==> config.mk <==
export PLATFORM = sky130hd
export DESIGN_NAME = cpuTop
export DESIGN_NICKNAME = d
export VERILOG_FILES = /design/src/common/cpuPkg.sv /design/src/rtl/alu.sv /design/src/rtl/regBlock.sv /design/src/datapath/datapath.sv /design/src/control/controlUnit.sv /design/src/rtl/cpuTop.sv
export SDC_FILE = /design/constraint.sdc
export NUM_CORES = 1
export LEC_CHECK = 0
export BUFFER_PORTS_ARGS = -buffer_cell sky130_fd_sc_hd__buf_2
export CAP_MARGIN = 20
export CORE_ASPECT_RATIO = 2
export CORE_MARGIN = 2
export CORE_UTILIZATION = 45
export CTS_CLUSTER_DIAMETER = 100
export DETAILED_ROUTE_END_ITERATION = 8
export GPL_TIMING_DRIVEN = 0
export MAX_ROUTING_LAYER = met4
export PLACE_DENSITY = 0.65
export SLEW_MARGIN = 20
export SYNTH_ARGS = -nofsm -noshare
export SYNTH_HDL_FRONTEND = slang
export SYNTH_SLANG_ARGS = --single-unit
==> constraint.sdc <==
create_clock -name Clock -period 6.9 [get_ports Clock]
set_clock_uncertainty 0.05 [all_clocks]
set_input_delay 0.69 -clock Clock [delete_from_list [all_inputs] [get_ports Clock]]
set_output_delay 0.69 -clock Clock [all_outputs]
set_load 0.01 [all_outputs]
==> src/common/cpuPkg.sv <==
`default_nettype none

package cpuPkg;

  localparam int WordWidth    = 16;
  localparam int RegAddrWidth = 3;
  localparam int ImmWidth     = 8;
  localparam int OpWidth      = 5;
  localparam int NumRegs      = 8;

  // Lowest bit of each instruction field
  localparam int RdField  = 0;                   // Bits 2:0
  localparam int Rs1Field = 3;                   // Bits 5:3
  localparam int Rs2Field = 6;                   // Bits 8:6
  localparam int ImmField = 3;                   // Bits 10:3
  localparam int OpField  = 11;                  // Bits 15:11

  // Cycle budget for reset and the longest instruction
  localparam int ResetCycles    = 5;
  localparam int MaxInstrCycles = 5;

  typedef logic [WordWidth-1:0]    word_t;
  typedef logic [RegAddrWidth-1:0] regAddr_t;
  typedef logic [ImmWidth-1:0]     imm_t;

  // Codes 15 and up decode as HALT
  typedef enum logic [OpWidth-1:0] {
    OpAdd, OpSub, OpAnd, OpOr, OpXor, OpLdi, OpLd, OpSt,
    OpJmp, OpBz, OpCall, OpRet, OpPush, OpPop, OpHalt
  } opcode_t;

  typedef enum logic [2:0] {
    AluPass2, AluAdd, AluSub, AluAnd, AluOr, AluXor, AluInc, AluDec
  } aluOp_t;

  typedef enum logic [2:0] {
    PhFetch, PhDecode, PhExecute, PhMemory, PhWriteback, PhHalted
  } phase_t;

  // One bit per bus source
  typedef enum logic [4:0] {
    BusNone   = 5'b00000,
    BusMemory = 5'b00001,
    BusAluOut = 5'b00010,
    BusPc     = 5'b00100,
    BusSp     = 5'b01000,
    BusLr     = 5'b10000
  } busSel_t;

  typedef enum logic [1:0] {AddrPc, AddrAluOut, AddrSp} addrSel_t;
  typedef enum logic [1:0] {PcLr, PcAluOut, PcBus, PcIncrement} pcSel_t;
  typedef enum logic [1:0] {Op1Rd1, Op1Pc, Op1Sp} op1Sel_t;
  typedef enum logic {Op2Immediate, Op2Rd2} op2Sel_t;

  typedef struct packed {
    aluOp_t   aluOp;
    op1Sel_t  op1Sel;
    op2Sel_t  op2Sel;
    busSel_t  busSel;
    addrSel_t addrSel;
    pcSel_t   pcSel;
    logic     pcWe;
    logic     irWe;
    logic     spWe;
    logic     lrWe;
    logic     regWe;
    logic     wdSel;                             // 1 takes bus, 0 takes ALU result
    logic     zWe;
    logic     memRead;
    logic     memWrite;
  } ctrl_t;

  localparam ctrl_t CtrlIdle = '{
    aluOp: AluPass2, op1Sel: Op1Rd1, op2Sel: Op2Immediate, busSel: BusNone,
    addrSel: AddrPc, pcSel: PcIncrement, pcWe: 1'b0, irWe: 1'b0, spWe: 1'b0,
    lrWe: 1'b0, regWe: 1'b0, wdSel: 1'b0, zWe: 1'b0, memRead: 1'b0, memWrite: 1'b0
  };

endpackage

`default_nettype wire

==> src/rtl/alu.sv <==
`timescale 1ns/1ps
`default_nettype none

module alu
  import cpuPkg::*;
(
  input  wire word_t  Op1,
  input  wire word_t  Op2,
  input  wire aluOp_t AluOp,
  output word_t       Result,
  output logic        Zero
);

  always_comb begin
    case (AluOp)
      AluPass2: begin
        Result = Op2;                            // Immediate or address through
      end
      AluAdd: begin
        Result = Op1 + Op2;
      end
      AluSub: begin
        Result = Op1 - Op2;
      end
      AluAnd: begin
        Result = Op1 & Op2;
      end
      AluOr: begin
        Result = Op1 | Op2;
      end
      AluXor: begin
        Result = Op1 ^ Op2;
      end
      AluInc: begin
        Result = Op1 + word_t'(1);               // POP and ST address
      end
      AluDec: begin
        Result = Op1 - word_t'(1);               // PUSH predecrement
      end
      default: begin
        Result = Op2;
      end
    endcase
  end

  assign Zero = (Result == '0);

endmodule

`default_nettype wire

==> src/rtl/regBlock.sv <==
`timescale 1ns/1ps
`default_nettype none

module regBlock
  import cpuPkg::*;
(
  input  wire logic     Clock,
  input  wire regAddr_t Rs1,
  input  wire regAddr_t Rs2,
  input  wire regAddr_t Rw,
  input  wire word_t    WData,
  input  wire logic     We,
  output word_t         Rd1,
  output word_t         Rd2
);

  word_t Regs [NumRegs];

  always_ff @(posedge Clock) begin
    if (We) begin
      Regs[Rw] <= WData;
    end
  end

  // Asynchronous read ports
  assign Rd1 = Regs[Rs1];
  assign Rd2 = Regs[Rs2];

endmodule

`default_nettype wire

==> src/datapath/datapath.sv <==
`timescale 1ns/1ps
`default_nettype none

module datapath
  import cpuPkg::*;
(
  input  wire logic  Clock,
  input  wire logic  nReset,
  input  wire ctrl_t Ctrl,
  input  wire word_t ReadData,
  output word_t      Address,
  output word_t      WriteData,
  output opcode_t    Opcode,
  output logic       Z
);

  word_t    Pc;
  word_t    Ir;
  word_t    Sp;
  word_t    Lr;
  word_t    AluOut;
  word_t    Bus;
  word_t    Op1;
  word_t    Op2;
  word_t    AluRes;
  word_t    Rd1;
  word_t    Rd2;
  word_t    WData;
  word_t    ImmExt;
  imm_t     Imm;
  regAddr_t Rs1Addr;
  regAddr_t Rs2Addr;
  regAddr_t RdAddr;
  logic     AluZero;

  assign Rs1Addr = Ir[Rs1Field +: RegAddrWidth];
  assign Rs2Addr = Ir[Rs2Field +: RegAddrWidth];
  assign RdAddr  = Ir[RdField +: RegAddrWidth];
  assign Imm     = Ir[ImmField +: ImmWidth];
  assign ImmExt  = {{(WordWidth-ImmWidth){Imm[ImmWidth-1]}}, Imm};
  assign Opcode  = opcode_t'(Ir[OpField +: OpWidth]);

  regBlock regs (
    .Clock (Clock),
    .Rs1   (Rs1Addr),
    .Rs2   (Rs2Addr),
    .Rw    (RdAddr),
    .WData (WData),
    .We    (Ctrl.regWe),
    .Rd1   (Rd1),
    .Rd2   (Rd2)
  );

  alu aluCore (
    .Op1    (Op1),
    .Op2    (Op2),
    .AluOp  (Ctrl.aluOp),
    .Result (AluRes),
    .Zero   (AluZero)
  );

  // AND-OR bus mux, at most one source selected
  assign Bus = ({WordWidth{Ctrl.busSel == BusMemory}} & ReadData)
             | ({WordWidth{Ctrl.busSel == BusAluOut}} & AluOut)
             | ({WordWidth{Ctrl.busSel == BusPc}}     & Pc)
             | ({WordWidth{Ctrl.busSel == BusSp}}     & Sp)
             | ({WordWidth{Ctrl.busSel == BusLr}}     & Lr);

  always_comb begin
    case (Ctrl.op1Sel)
      Op1Pc:   Op1 = Pc;                         // Relative targets
      Op1Sp:   Op1 = Sp;
      default: Op1 = Rd1;
    endcase
    Op2 = (Ctrl.op2Sel == Op2Rd2) ? Rd2 : ImmExt;
  end

  always_comb begin
    case (Ctrl.addrSel)
      AddrAluOut: Address = AluOut;
      AddrSp:     Address = Sp;
      default:    Address = Pc;
    endcase
  end

  assign WData     = Ctrl.wdSel ? Bus : AluRes;
  assign WriteData = Rd2;

  always_ff @(posedge Clock or negedge nReset) begin
    if (!nReset) begin
      AluOut <= '0;
      Z      <= 1'b0;
      Ir     <= '0;
      Sp     <= '0;
      Lr     <= '0;
    end else begin
      AluOut <= AluRes;                          // Loaded every cycle
      if (Ctrl.zWe) begin
        Z <= AluZero;
      end
      if (Ctrl.irWe) begin
        Ir <= Bus;
      end
      if (Ctrl.spWe) begin
        Sp <= AluOut;
      end
      if (Ctrl.lrWe) begin
        Lr <= Bus;                               // Return address from PC
      end
    end
  end

  always_ff @(posedge Clock or negedge nReset) begin
    if (!nReset) begin
      Pc <= '0;
    end else if (Ctrl.pcWe) begin
      case (Ctrl.pcSel)
        PcLr:     Pc <= Lr;
        PcAluOut: Pc <= AluOut;
        PcBus:    Pc <= Bus;
        default:  Pc <= Pc + word_t'(1);
      endcase
    end
  end

endmodule

`default_nettype wire

==> src/control/controlUnit.sv <==
`timescale 1ns/1ps
`default_nettype none

module controlUnit
  import cpuPkg::*;
(
  input  wire logic    Clock,
  input  wire logic    nReset,
  input  wire opcode_t Opcode,
  input  wire logic    Z,
  output ctrl_t        Ctrl,
  output logic         Halted
);

  phase_t   Phase;
  phase_t   PhaseNext;
  aluOp_t   InstrAluOp;
  op1Sel_t  InstrOp1Sel;
  op2Sel_t  InstrOp2Sel;

  always_ff @(posedge Clock or negedge nReset) begin
    if (!nReset) begin
      Phase <= PhFetch;
    end else begin
      Phase <= PhaseNext;
    end
  end

  always_comb begin
    PhaseNext = PhFetch;
    case (Phase)
      PhFetch: begin
        PhaseNext = PhDecode;
      end
      PhDecode: begin
        case (Opcode)
          OpAdd, OpSub, OpAnd, OpOr, OpXor, OpLdi, OpLd, OpSt,
          OpJmp, OpBz, OpCall, OpRet, OpPush, OpPop: PhaseNext = PhExecute;
          default:                                   PhaseNext = PhHalted;
        endcase
      end
      PhExecute: begin
        case (Opcode)
          OpJmp, OpBz, OpCall, OpRet: PhaseNext = PhFetch;
          OpLd, OpSt, OpPush, OpPop:  PhaseNext = PhMemory;
          default:                    PhaseNext = PhWriteback;
        endcase
      end
      PhMemory: begin
        PhaseNext = (Opcode == OpLd || Opcode == OpPop) ? PhWriteback : PhFetch;
      end
      PhWriteback: begin
        PhaseNext = PhFetch;
      end
      PhHalted: begin
        PhaseNext = PhHalted;                    // Left only by reset
      end
      default: begin
        PhaseNext = PhFetch;
      end
    endcase
  end

  // ALU setting of each instruction, held from DECODE to its last phase
  always_comb begin
    InstrAluOp  = AluPass2;
    InstrOp1Sel = Op1Rd1;
    InstrOp2Sel = Op2Immediate;
    case (Opcode)
      OpAdd: begin
        InstrAluOp  = AluAdd;
        InstrOp2Sel = Op2Rd2;
      end
      OpSub: begin
        InstrAluOp  = AluSub;
        InstrOp2Sel = Op2Rd2;
      end
      OpAnd: begin
        InstrAluOp  = AluAnd;
        InstrOp2Sel = Op2Rd2;
      end
      OpOr: begin
        InstrAluOp  = AluOr;
        InstrOp2Sel = Op2Rd2;
      end
      OpXor: begin
        InstrAluOp  = AluXor;
        InstrOp2Sel = Op2Rd2;
      end
      OpLd: begin
        InstrOp2Sel = Op2Rd2;                    // Address is Rs2
      end
      OpSt: begin
        InstrAluOp = AluInc;                     // Address is Rs1 plus one
      end
      OpJmp, OpBz, OpCall: begin
        InstrAluOp  = AluAdd;                    // Target from incremented PC
        InstrOp1Sel = Op1Pc;
      end
      OpPush: begin
        InstrAluOp  = AluDec;
        InstrOp1Sel = Op1Sp;
      end
      OpPop: begin
        InstrAluOp  = AluInc;
        InstrOp1Sel = Op1Sp;
      end
      default: begin
        InstrAluOp = AluPass2;                   // LDI passes the immediate
      end
    endcase
  end

  always_comb begin
    Ctrl = CtrlIdle;
    if (Phase == PhFetch) begin
      Ctrl.addrSel = AddrPc;
      Ctrl.memRead = 1'b1;
      Ctrl.busSel  = BusMemory;
      Ctrl.irWe    = 1'b1;
      Ctrl.pcWe    = 1'b1;
      Ctrl.pcSel   = PcIncrement;
    end else if (Phase != PhHalted) begin
      Ctrl.aluOp  = InstrAluOp;
      Ctrl.op1Sel = InstrOp1Sel;
      Ctrl.op2Sel = InstrOp2Sel;
      case (Opcode)
        OpAdd, OpSub, OpAnd, OpOr, OpXor: begin
          Ctrl.zWe   = (Phase == PhDecode);      // Z follows register ALU ops only
          Ctrl.regWe = (Phase == PhWriteback);
        end
        OpLdi: begin
          Ctrl.regWe = (Phase == PhWriteback);
        end
        OpLd, OpPop: begin
          if (Phase == PhMemory) begin
            Ctrl.addrSel = (Opcode == OpPop) ? AddrSp : AddrAluOut;
            Ctrl.memRead = 1'b1;
            Ctrl.busSel  = BusMemory;
            Ctrl.wdSel   = 1'b1;
            Ctrl.regWe   = 1'b1;
          end
          Ctrl.spWe = (Opcode == OpPop) && (Phase == PhWriteback);
        end
        OpSt: begin
          Ctrl.addrSel  = AddrAluOut;
          Ctrl.memWrite = (Phase == PhMemory);
        end
        OpPush: begin
          Ctrl.spWe     = (Phase == PhExecute);  // SP moves before the write
          Ctrl.addrSel  = AddrSp;
          Ctrl.memWrite = (Phase == PhMemory);
        end
        OpJmp, OpBz: begin
          Ctrl.pcSel = PcAluOut;
          Ctrl.pcWe  = (Phase == PhExecute) && (Opcode == OpJmp || Z);
        end
        OpCall: begin
          Ctrl.pcSel  = PcAluOut;
          Ctrl.pcWe   = (Phase == PhExecute);
          Ctrl.busSel = BusPc;
          Ctrl.lrWe   = (Phase == PhExecute);
        end
        OpRet: begin
          Ctrl.pcSel = PcLr;
          Ctrl.pcWe  = (Phase == PhExecute);
        end
        default: begin
        end
      endcase
    end
  end

  assign Halted = (Phase == PhHalted);

endmodule

`default_nettype wire

==> src/rtl/cpuTop.sv <==
`timescale 1ns/1ps
`default_nettype none

module cpuTop
  import cpuPkg::*;
(
  input  wire logic  Clock,
  input  wire logic  nReset,
  input  wire word_t ReadData,
  output word_t      Address,
  output word_t      WriteData,
  output logic       MemRead,
  output logic       MemWrite,
  output logic       Halted
);

  ctrl_t   Ctrl;
  opcode_t Opcode;
  logic    Z;

  controlUnit control (
    .Clock  (Clock),
    .nReset (nReset),
    .Opcode (Opcode),
    .Z      (Z),
    .Ctrl   (Ctrl),
    .Halted (Halted)
  );

  datapath dp (
    .Clock     (Clock),
    .nReset    (nReset),
    .Ctrl      (Ctrl),
    .ReadData  (ReadData),
    .Address   (Address),
    .WriteData (WriteData),
    .Opcode    (Opcode),
    .Z         (Z)
  );

  // Memory strobes straight from the control word
  assign MemRead  = Ctrl.memRead;
  assign MemWrite = Ctrl.memWrite;

endmodule

`default_nettype wire

==> results of run 1 <==
==> cells by family (layout without fill, tap and decap cells) <==
family                     after synthesis  after routing  share of synthesized area [%]
muxes                                  123            123                           15.4
xor gates and xnor gates                25             25                           1.67
DFF                                    212            212                           43.9
AOI/OAI and AO/OA                      335            335                           16.2
and+or+nand+nor                        381            381                           13.2
buffers and inverters                  140            237                           4.21
adders and majority gates               58             58                           5.42
==> Yosys cell counts (4+ instances only) <==
cell type	number
nand2_1	149
edfxtp_1	128
nor2_1	85
dfrtp_1	84
a21oi_1	79
o21ai_0	75
clkbuf_1	69
ha_1	57
inv_1	48
mux4_2	47
a22oi_1	40
mux2_2	37
nand3_1	34
nand2b_1	25
a221oi_1	24
mux2i_1	24
a31oi_1	23
xnor2_1	17
nor3_1	16
o22ai_1	15
nor2b_1	14
a21o_1	11
and2_1	11
mux4_1	11
a211oi_1	8
buf_1	8
buf_2	8
nor4_1	7
o211ai_1	7
or3_1	7
xor2_1	7
a22o_1	6
nand4_1	6
o221ai_1	6
and3_1	5
o31ai_1	5
a211o_1	4
nor3b_1	4
o22a_1	4
==> registers in the layout, summed over array words and instances, names as in the netlist <==
| signal | flops |
|---|---|
| control.Phase | 3 |
| dp.Z | 1 |
| dp.regs.Regs | 128 |
| dp.Sp | 16 |
| dp.Pc | 16 |
| dp.AluOut | 16 |
| dp.Lr | 16 |
| dp.Ir | 16 |
==> metal layers <==
layer,vias up,global-route usage (%),wire length (microns)
met4,0,29.1,5750
met3,234,3.48,2230
met5,-,-,0
met2,516,57.7,26400
met1,5537,29.7,15500
li1,4976,-,-
==> placed cells by master, fill, tap and decap left out, types with 7 or more instances in the layout <==
master	netlist	layout
a211oi_1	8	8
a21o_1	11	11
a21oi_1	79	75
a221oi_1	24	24
a22oi_1	40	40
a31oi_1	23	23
and2_1	11	11
buf_1	8	7
buf_2	8	60
clkbuf_1	69	73
clkbuf_16	0	21
dfrtp_1	84	84
edfxtp_1	128	128
ha_1	57	57
inv_1	48	48
mux2_2	37	37
mux2i_1	24	24
mux4_1	11	11
mux4_2	47	47
nand2_1	149	149
nand2b_1	25	25
nand3_1	34	34
nor2_1	85	79
nor2b_1	14	14
nor3_1	16	14
nor4_1	7	7
o211ai_1	7	7
o21ai_0	75	74
o22ai_1	15	15
or3_1	7	7
xnor2_1	17	17
xor2_1	7	7
==> final cells by class <==
| type | instances | area, sq um |
|---|---|---|
| flip-flops and latches | 212 | 5950 |
| repair buffers | 62 | 373 |
| clock buffers | 26 | 544 |
| multi-input cells | 922 | 7070 |
| inverters | 50 | 188 |
| clock inverters | 10 | 131 |
| plain buffers | 89 | 379 |
| well taps | 364 | 455 |
| fillers | 2701 | 14400 |
==> worst reg2reg max path: stages, from the launching register on <==
cell      delay [ns]
dfrtp_1         0.32
clkbuf_1        0.33
inv_1           0.27
a21oi_2         0.38
nand2_1         0.16
clkbuf_1        0.30
nor2_1          0.25
ha_1            0.18
clkbuf_1        0.25
clkbuf_1        0.40
a221oi_1        0.25
a31oi_1         0.38
inv_1           0.16
fa_1            0.50
nand3b_1        0.21
a21oi_1         0.21
o21a_1          0.26
o21ai_0         0.19
nor3b_1         0.20
nor3_1          0.44
mux2i_1         0.41
==> through the flow <==
step	util, %	hold slack (ns)	worst slack [ns]
after global routing	51.1	0.0695	0.00234
after global placement	48.3	0.414	0.292
after floorplan	-	0.344	1.76
after detailed placement	48.8	0.420	0.229
final	51.1	0.0445	0.393
after CTS	51.1	0.0456	0.200
==> worst max path at each step <==
| stage | from | to | slack [ns] | depth (start not counted) |
|---|---|---|---|---|
| 3_3_place_gp | control.Phase[1] | dp.regs.Regs[0][13] | 0.29 | 21 |
| 2_1_floorplan | dp.Ir[8] | dp.regs.Regs[0][15] | 1.76 | 20 |
| 6_report | control.Phase[1] | dp.regs.Regs[7][14] | 0.39 | 20 |
| 5_1_grt | control.Phase[1] | dp.regs.Regs[4][12] | 0.002 | 21 |
| 4_1_cts | control.Phase[1] | dp.regs.Regs[4][12] | 0.20 | 21 |
| 3_5_place_dp | control.Phase[1] | dp.regs.Regs[3][12] | 0.23 | 21 |
==> out/results.ini, run 1 <==
[run_status]
status=completed

[critical_path]
critPathArrivalTime_ns=6.58
path_cells=clkbuf_1, inv_1, a21oi_2, nand2_1, clkbuf_1, nor2_1, ha_1, clkbuf_1, clkbuf_1, a221oi_1, a31oi_1, inv_1, fa_1, nand3b_1, a21oi_1, o21a_1, o21ai_0, nor3b_1, nor3_1, mux2i_1
worst_path_largest_cell_delay_ns=0.50
critPathSlowestCell=fa_1
required_ns=6.97
critPathLaunchType=flip-flop
critPathBufInv=6
crit_top_cell=clkbuf_1
r2r.worst_path.cells=20
critPathKind=flip-flop to flip-flop
r2r-end=dp.regs.Regs[7][14]
cp-end-kind=flip-flop
cp_top_family=buffers and inverters
rr_startpoint=control.Phase[1]
ff2ff_setup_slack_ns=0.39
crit_path_max_fanout=10

[synthesis]
syn_area_per_cell_sq_um=10.6
synth_nets=1350
ys_warn_count=0
syn_area_sq_um=13500
ys.flop_type=edfxtp_1
synth-async-reset-ratio_pct=39.6
synth-edff-count=128
synth_area_leaders=edfxtp_1, dfrtp_1, mux4_2, ha_1, nand2_1
synth_top_cell_by_area=edfxtp_1
netlist_instances=1274
yosysSeqAreaShare_pct=43.9
synth.distinct_cells=77
synth_top_area_share_pct=28.4
synth_seq_cells=212

[route]
vias=11300
drt-vias-per-instance=6.49
drt_pass1_iterations=6
finalWirelength_mm=49.8
drc=0
dr.first_iter.drc_count=811
wl_per_cell_microns=28.7
detail-route-antenna-nets=0

[placement]
gp_congestion=1.07
dpl.hpwl_mm=39.7
dp.cells=1700
place_area_sq_um=14400
io_buffers=52

[die]
core_sq_um=29500
die_y_microns=249
die_area_sq_um=31600
rows=89
initial_utilization_pct=45.9
ios=53
die_w_microns=127

[cts]
cts_setup_buffers=0
cts_resized=0
cts-buffers-inserted=20
cts_hold_buf=0
path_clk_slew_ns=0.07
tritoncts=built
cts_buffer_depth=3
cts_root_buffer=clkbuf_16
cts_sinks=212
worst_skew_pair.late_latency_ns=0.53
htree_levels=1

[layout]
syn_to_final_growth_pct=11.5
fin_area_sq_um=15100
drive_above_1_share_pct=16.1
instances_no_fill=1735
fin_nets=1433
diodes=0

[global_route]
overflow=0
grt_pass1_vias=11600
grt_pass1_wl_mm=73.5
grt.total_usage_pct=32.5
antenna_found_initial=0
grt_max_degree=58

[job]
cap_violations=0

[sta]
finalCriticalPeriod_ns=6.51
relSlewSlack_pct=20.1
setup_tns_ns=0
fmax_mhz=154
setup_violations=0
final_max_slew_viol_count=0
fin_crit_sh_pct=94.3
worst_pin_slew_ns=1.19
grt_setup_unrepaired=false
timing_hold_violations_final=0

[hold_path]
min_path_type=input pin to async pin

Power of run 1 is not shown: default switching activity piles up to over one toggle a cycle in this logic, so the estimate is an artifact.
==> run 2: changes to the inputs <==
--- a/config.mk
+++ b/config.mk
@@ -14,7 +14,7 @@
 export DETAILED_ROUTE_END_ITERATION = 8
 export GPL_TIMING_DRIVEN = 0
 export MAX_ROUTING_LAYER = met4
-export PLACE_DENSITY = 0.65
+export PLACE_DENSITY = 0.68
 export SLEW_MARGIN = 20
 export SYNTH_ARGS = -nofsm -noshare
 export SYNTH_HDL_FRONTEND = slang
==> run 2 against run 1 <==
Register-to-register slack lost 0.07 ns. Highest routed layer unchanged. Design area shrank 0.26%. Global-route usage down 0.15 points. Flip-flop and latch count unchanged. Via count shrank 0.91%. Setup slack worse by 0.068 ns. First-iteration DRC count shrank 4.7%. Largest cell class unchanged. Count of clock-buffer cells in the layout shrank 3. Core utilization fell by 0.13 points. Sequential share of layout area is 0.10 points higher.
==> out/results.ini, run 2 (same netlist as run 1, synthesis figures left out) <==
[critical_path]
r2r.worst_path.cells=22
critPathKind=flip-flop to flip-flop
required_ns=7.29
rr_startpoint=dp.Ir[12]
critPathLaunchType=flip-flop
ff2ff_setup_slack_ns=0.33
critPathLaunch=dp.Ir[12]
critPathArrivalTime_ns=6.97
r2r-end=dp.Z
cp-end-kind=flip-flop
crit_path_max_fanout=10

[run_status]
status=completed

[route]
vias=11200
wl_per_cell_microns=28.7
dr.first_iter.drc_count=773
finalWirelength_mm=49.7
drt_pass1_iterations=5
detail-route-antenna-nets=0
drc=0
drt-vias-per-instance=6.44

[cts]
cts_root_buffer=clkbuf_16
cts-buffers-inserted=21
tritoncts=built
path_clk_slew_ns=0.07
cts_buffer_depth=3
cts_hold_buf=0
worst_skew_pair.late_latency_ns=0.54
cts_sinks=212
htree_levels=1

[layout]
largest_reg_flops=128
final_cell_mix=nand2_1, edfxtp_1, dfrtp_1
instances_no_fill=1732
final_common_cell=nand2_1
final_util_pct=51.0
diodes=0
max_flop_register=dp.regs.Regs
fill_cells=2709
syn_to_final_growth_pct=11.2
fin_nets=1432
drive_above_1_share_pct=16.4

[sta]
fin_crit_sh_pct=95.3
finalCriticalPeriod_ns=6.57
timing_hold_violations_final=0
setup_tns_ns=0
relSlewSlack_pct=24.7
worst_pin_slew_ns=1.12
fmax_mhz=152
setup_violations=0
grt_setup_unrepaired=true
final_max_slew_viol_count=0

[global_route]
overflow=0
grt.total_usage_pct=32.3
grt_pass1_wl_mm=73.0
antenna_found_initial=0
grt_pass1_vias=11500
grt_max_degree=51

[placement]
dp.cells=1699
dpl.hpwl_mm=39.8
gp_congestion=1.01
io_buffers=52

[die]
die_area_sq_um=31600
die_w_microns=127
rows=89
die_y_microns=249
core_sq_um=29500
ios=53
initial_utilization_pct=45.9

[hold_path]
min_path_type=input pin to async pin

[job]
cap_violations=0

==> run 2: cell count changes in the layout (fill, tap and decap cells not counted), sizes merged <==
cell / before / now
buf: 81 / 79
bufinv: 3 / 1
clkbuf: 96 / 92
clkdlybuf4s15: 0 / 1
clkinv: 3 / 6
inv: 50 / 51
==> run 2: metrics by stage <==
step	hold WS, ns	area (sq um)	setup slack [ns]
3_3_place_gp	0.413	14300	-0.0258
6_report	0.0755	15000	0.326
3_5_place_dp	0.421	14400	-0.0136
4_1_cts	0.0796	15000	0.0944
2_1_floorplan	0.344	13500	1.76
5_1_grt	0.117	15000	0.00518
==> run 2: critical path: stages, from the launching register on <==
cell       delay, ns
dfrtp_1         0.42
clkbuf_1        0.36
and2_2          0.44
clkbuf_1        0.41
nor2_1          0.14
inv_1           0.08
ha_1            0.13
clkbuf_1        0.27
buf_1           0.45
a221oi_1        0.25
a31oi_1         0.26
inv_1           0.14
ha_1            0.23
fa_1            0.43
nand3b_1        0.20
a21oi_1         0.30
o21a_1          0.25
xnor2_1         0.09
a211o_1         0.36
a2111oi_0       0.56
nand4b_1        0.17
nor4_1          0.34
o2bb2ai_1       0.15
==> run 2: layout make-up <==
class,count,area (sq um),area share (%)
multi-input cells,922,7080,47.1
flip-flops and latches,212,5950,39.5
clock buffers,23,533,3.54
well taps,364,455,3.03
plain buffers,88,385,2.56
repair buffers,61,365,2.43
inverters,50,188,1.25
clock inverters,12,93.8,0.624
==> run 2: worst max-delay path by stage <==
stage / to / cells past startpoint / slack (ns)
floorplan: dp.regs.Regs[0][15] / 20 / 1.76
global route: dp.Z / 18 / 0.005
CTS: dp.Z / 22 / 0.09
detailed placement: dp.regs.Regs[3][12] / 21 / -0.01
global placement: dp.Z / 22 / -0.03
finish: dp.Z / 22 / 0.33
==> run 2: metal layers <==
metal	GRT usage, %	up-vias	share of wire [%]
li1	-	4982	-
met1	29.4	5500	31
met2	58.3	481	54
met3	3.24	198	4.4
met4	27.9	0	11
met5	-	-	0
==> run 2: repair_timing <==
action | in CTS | in global routing
setup buffers | 0 | 0
endpoints found under the setup margin | 11 | 49
resized for setup | 2 | 12
Power of run 2 is left out for the same reason.
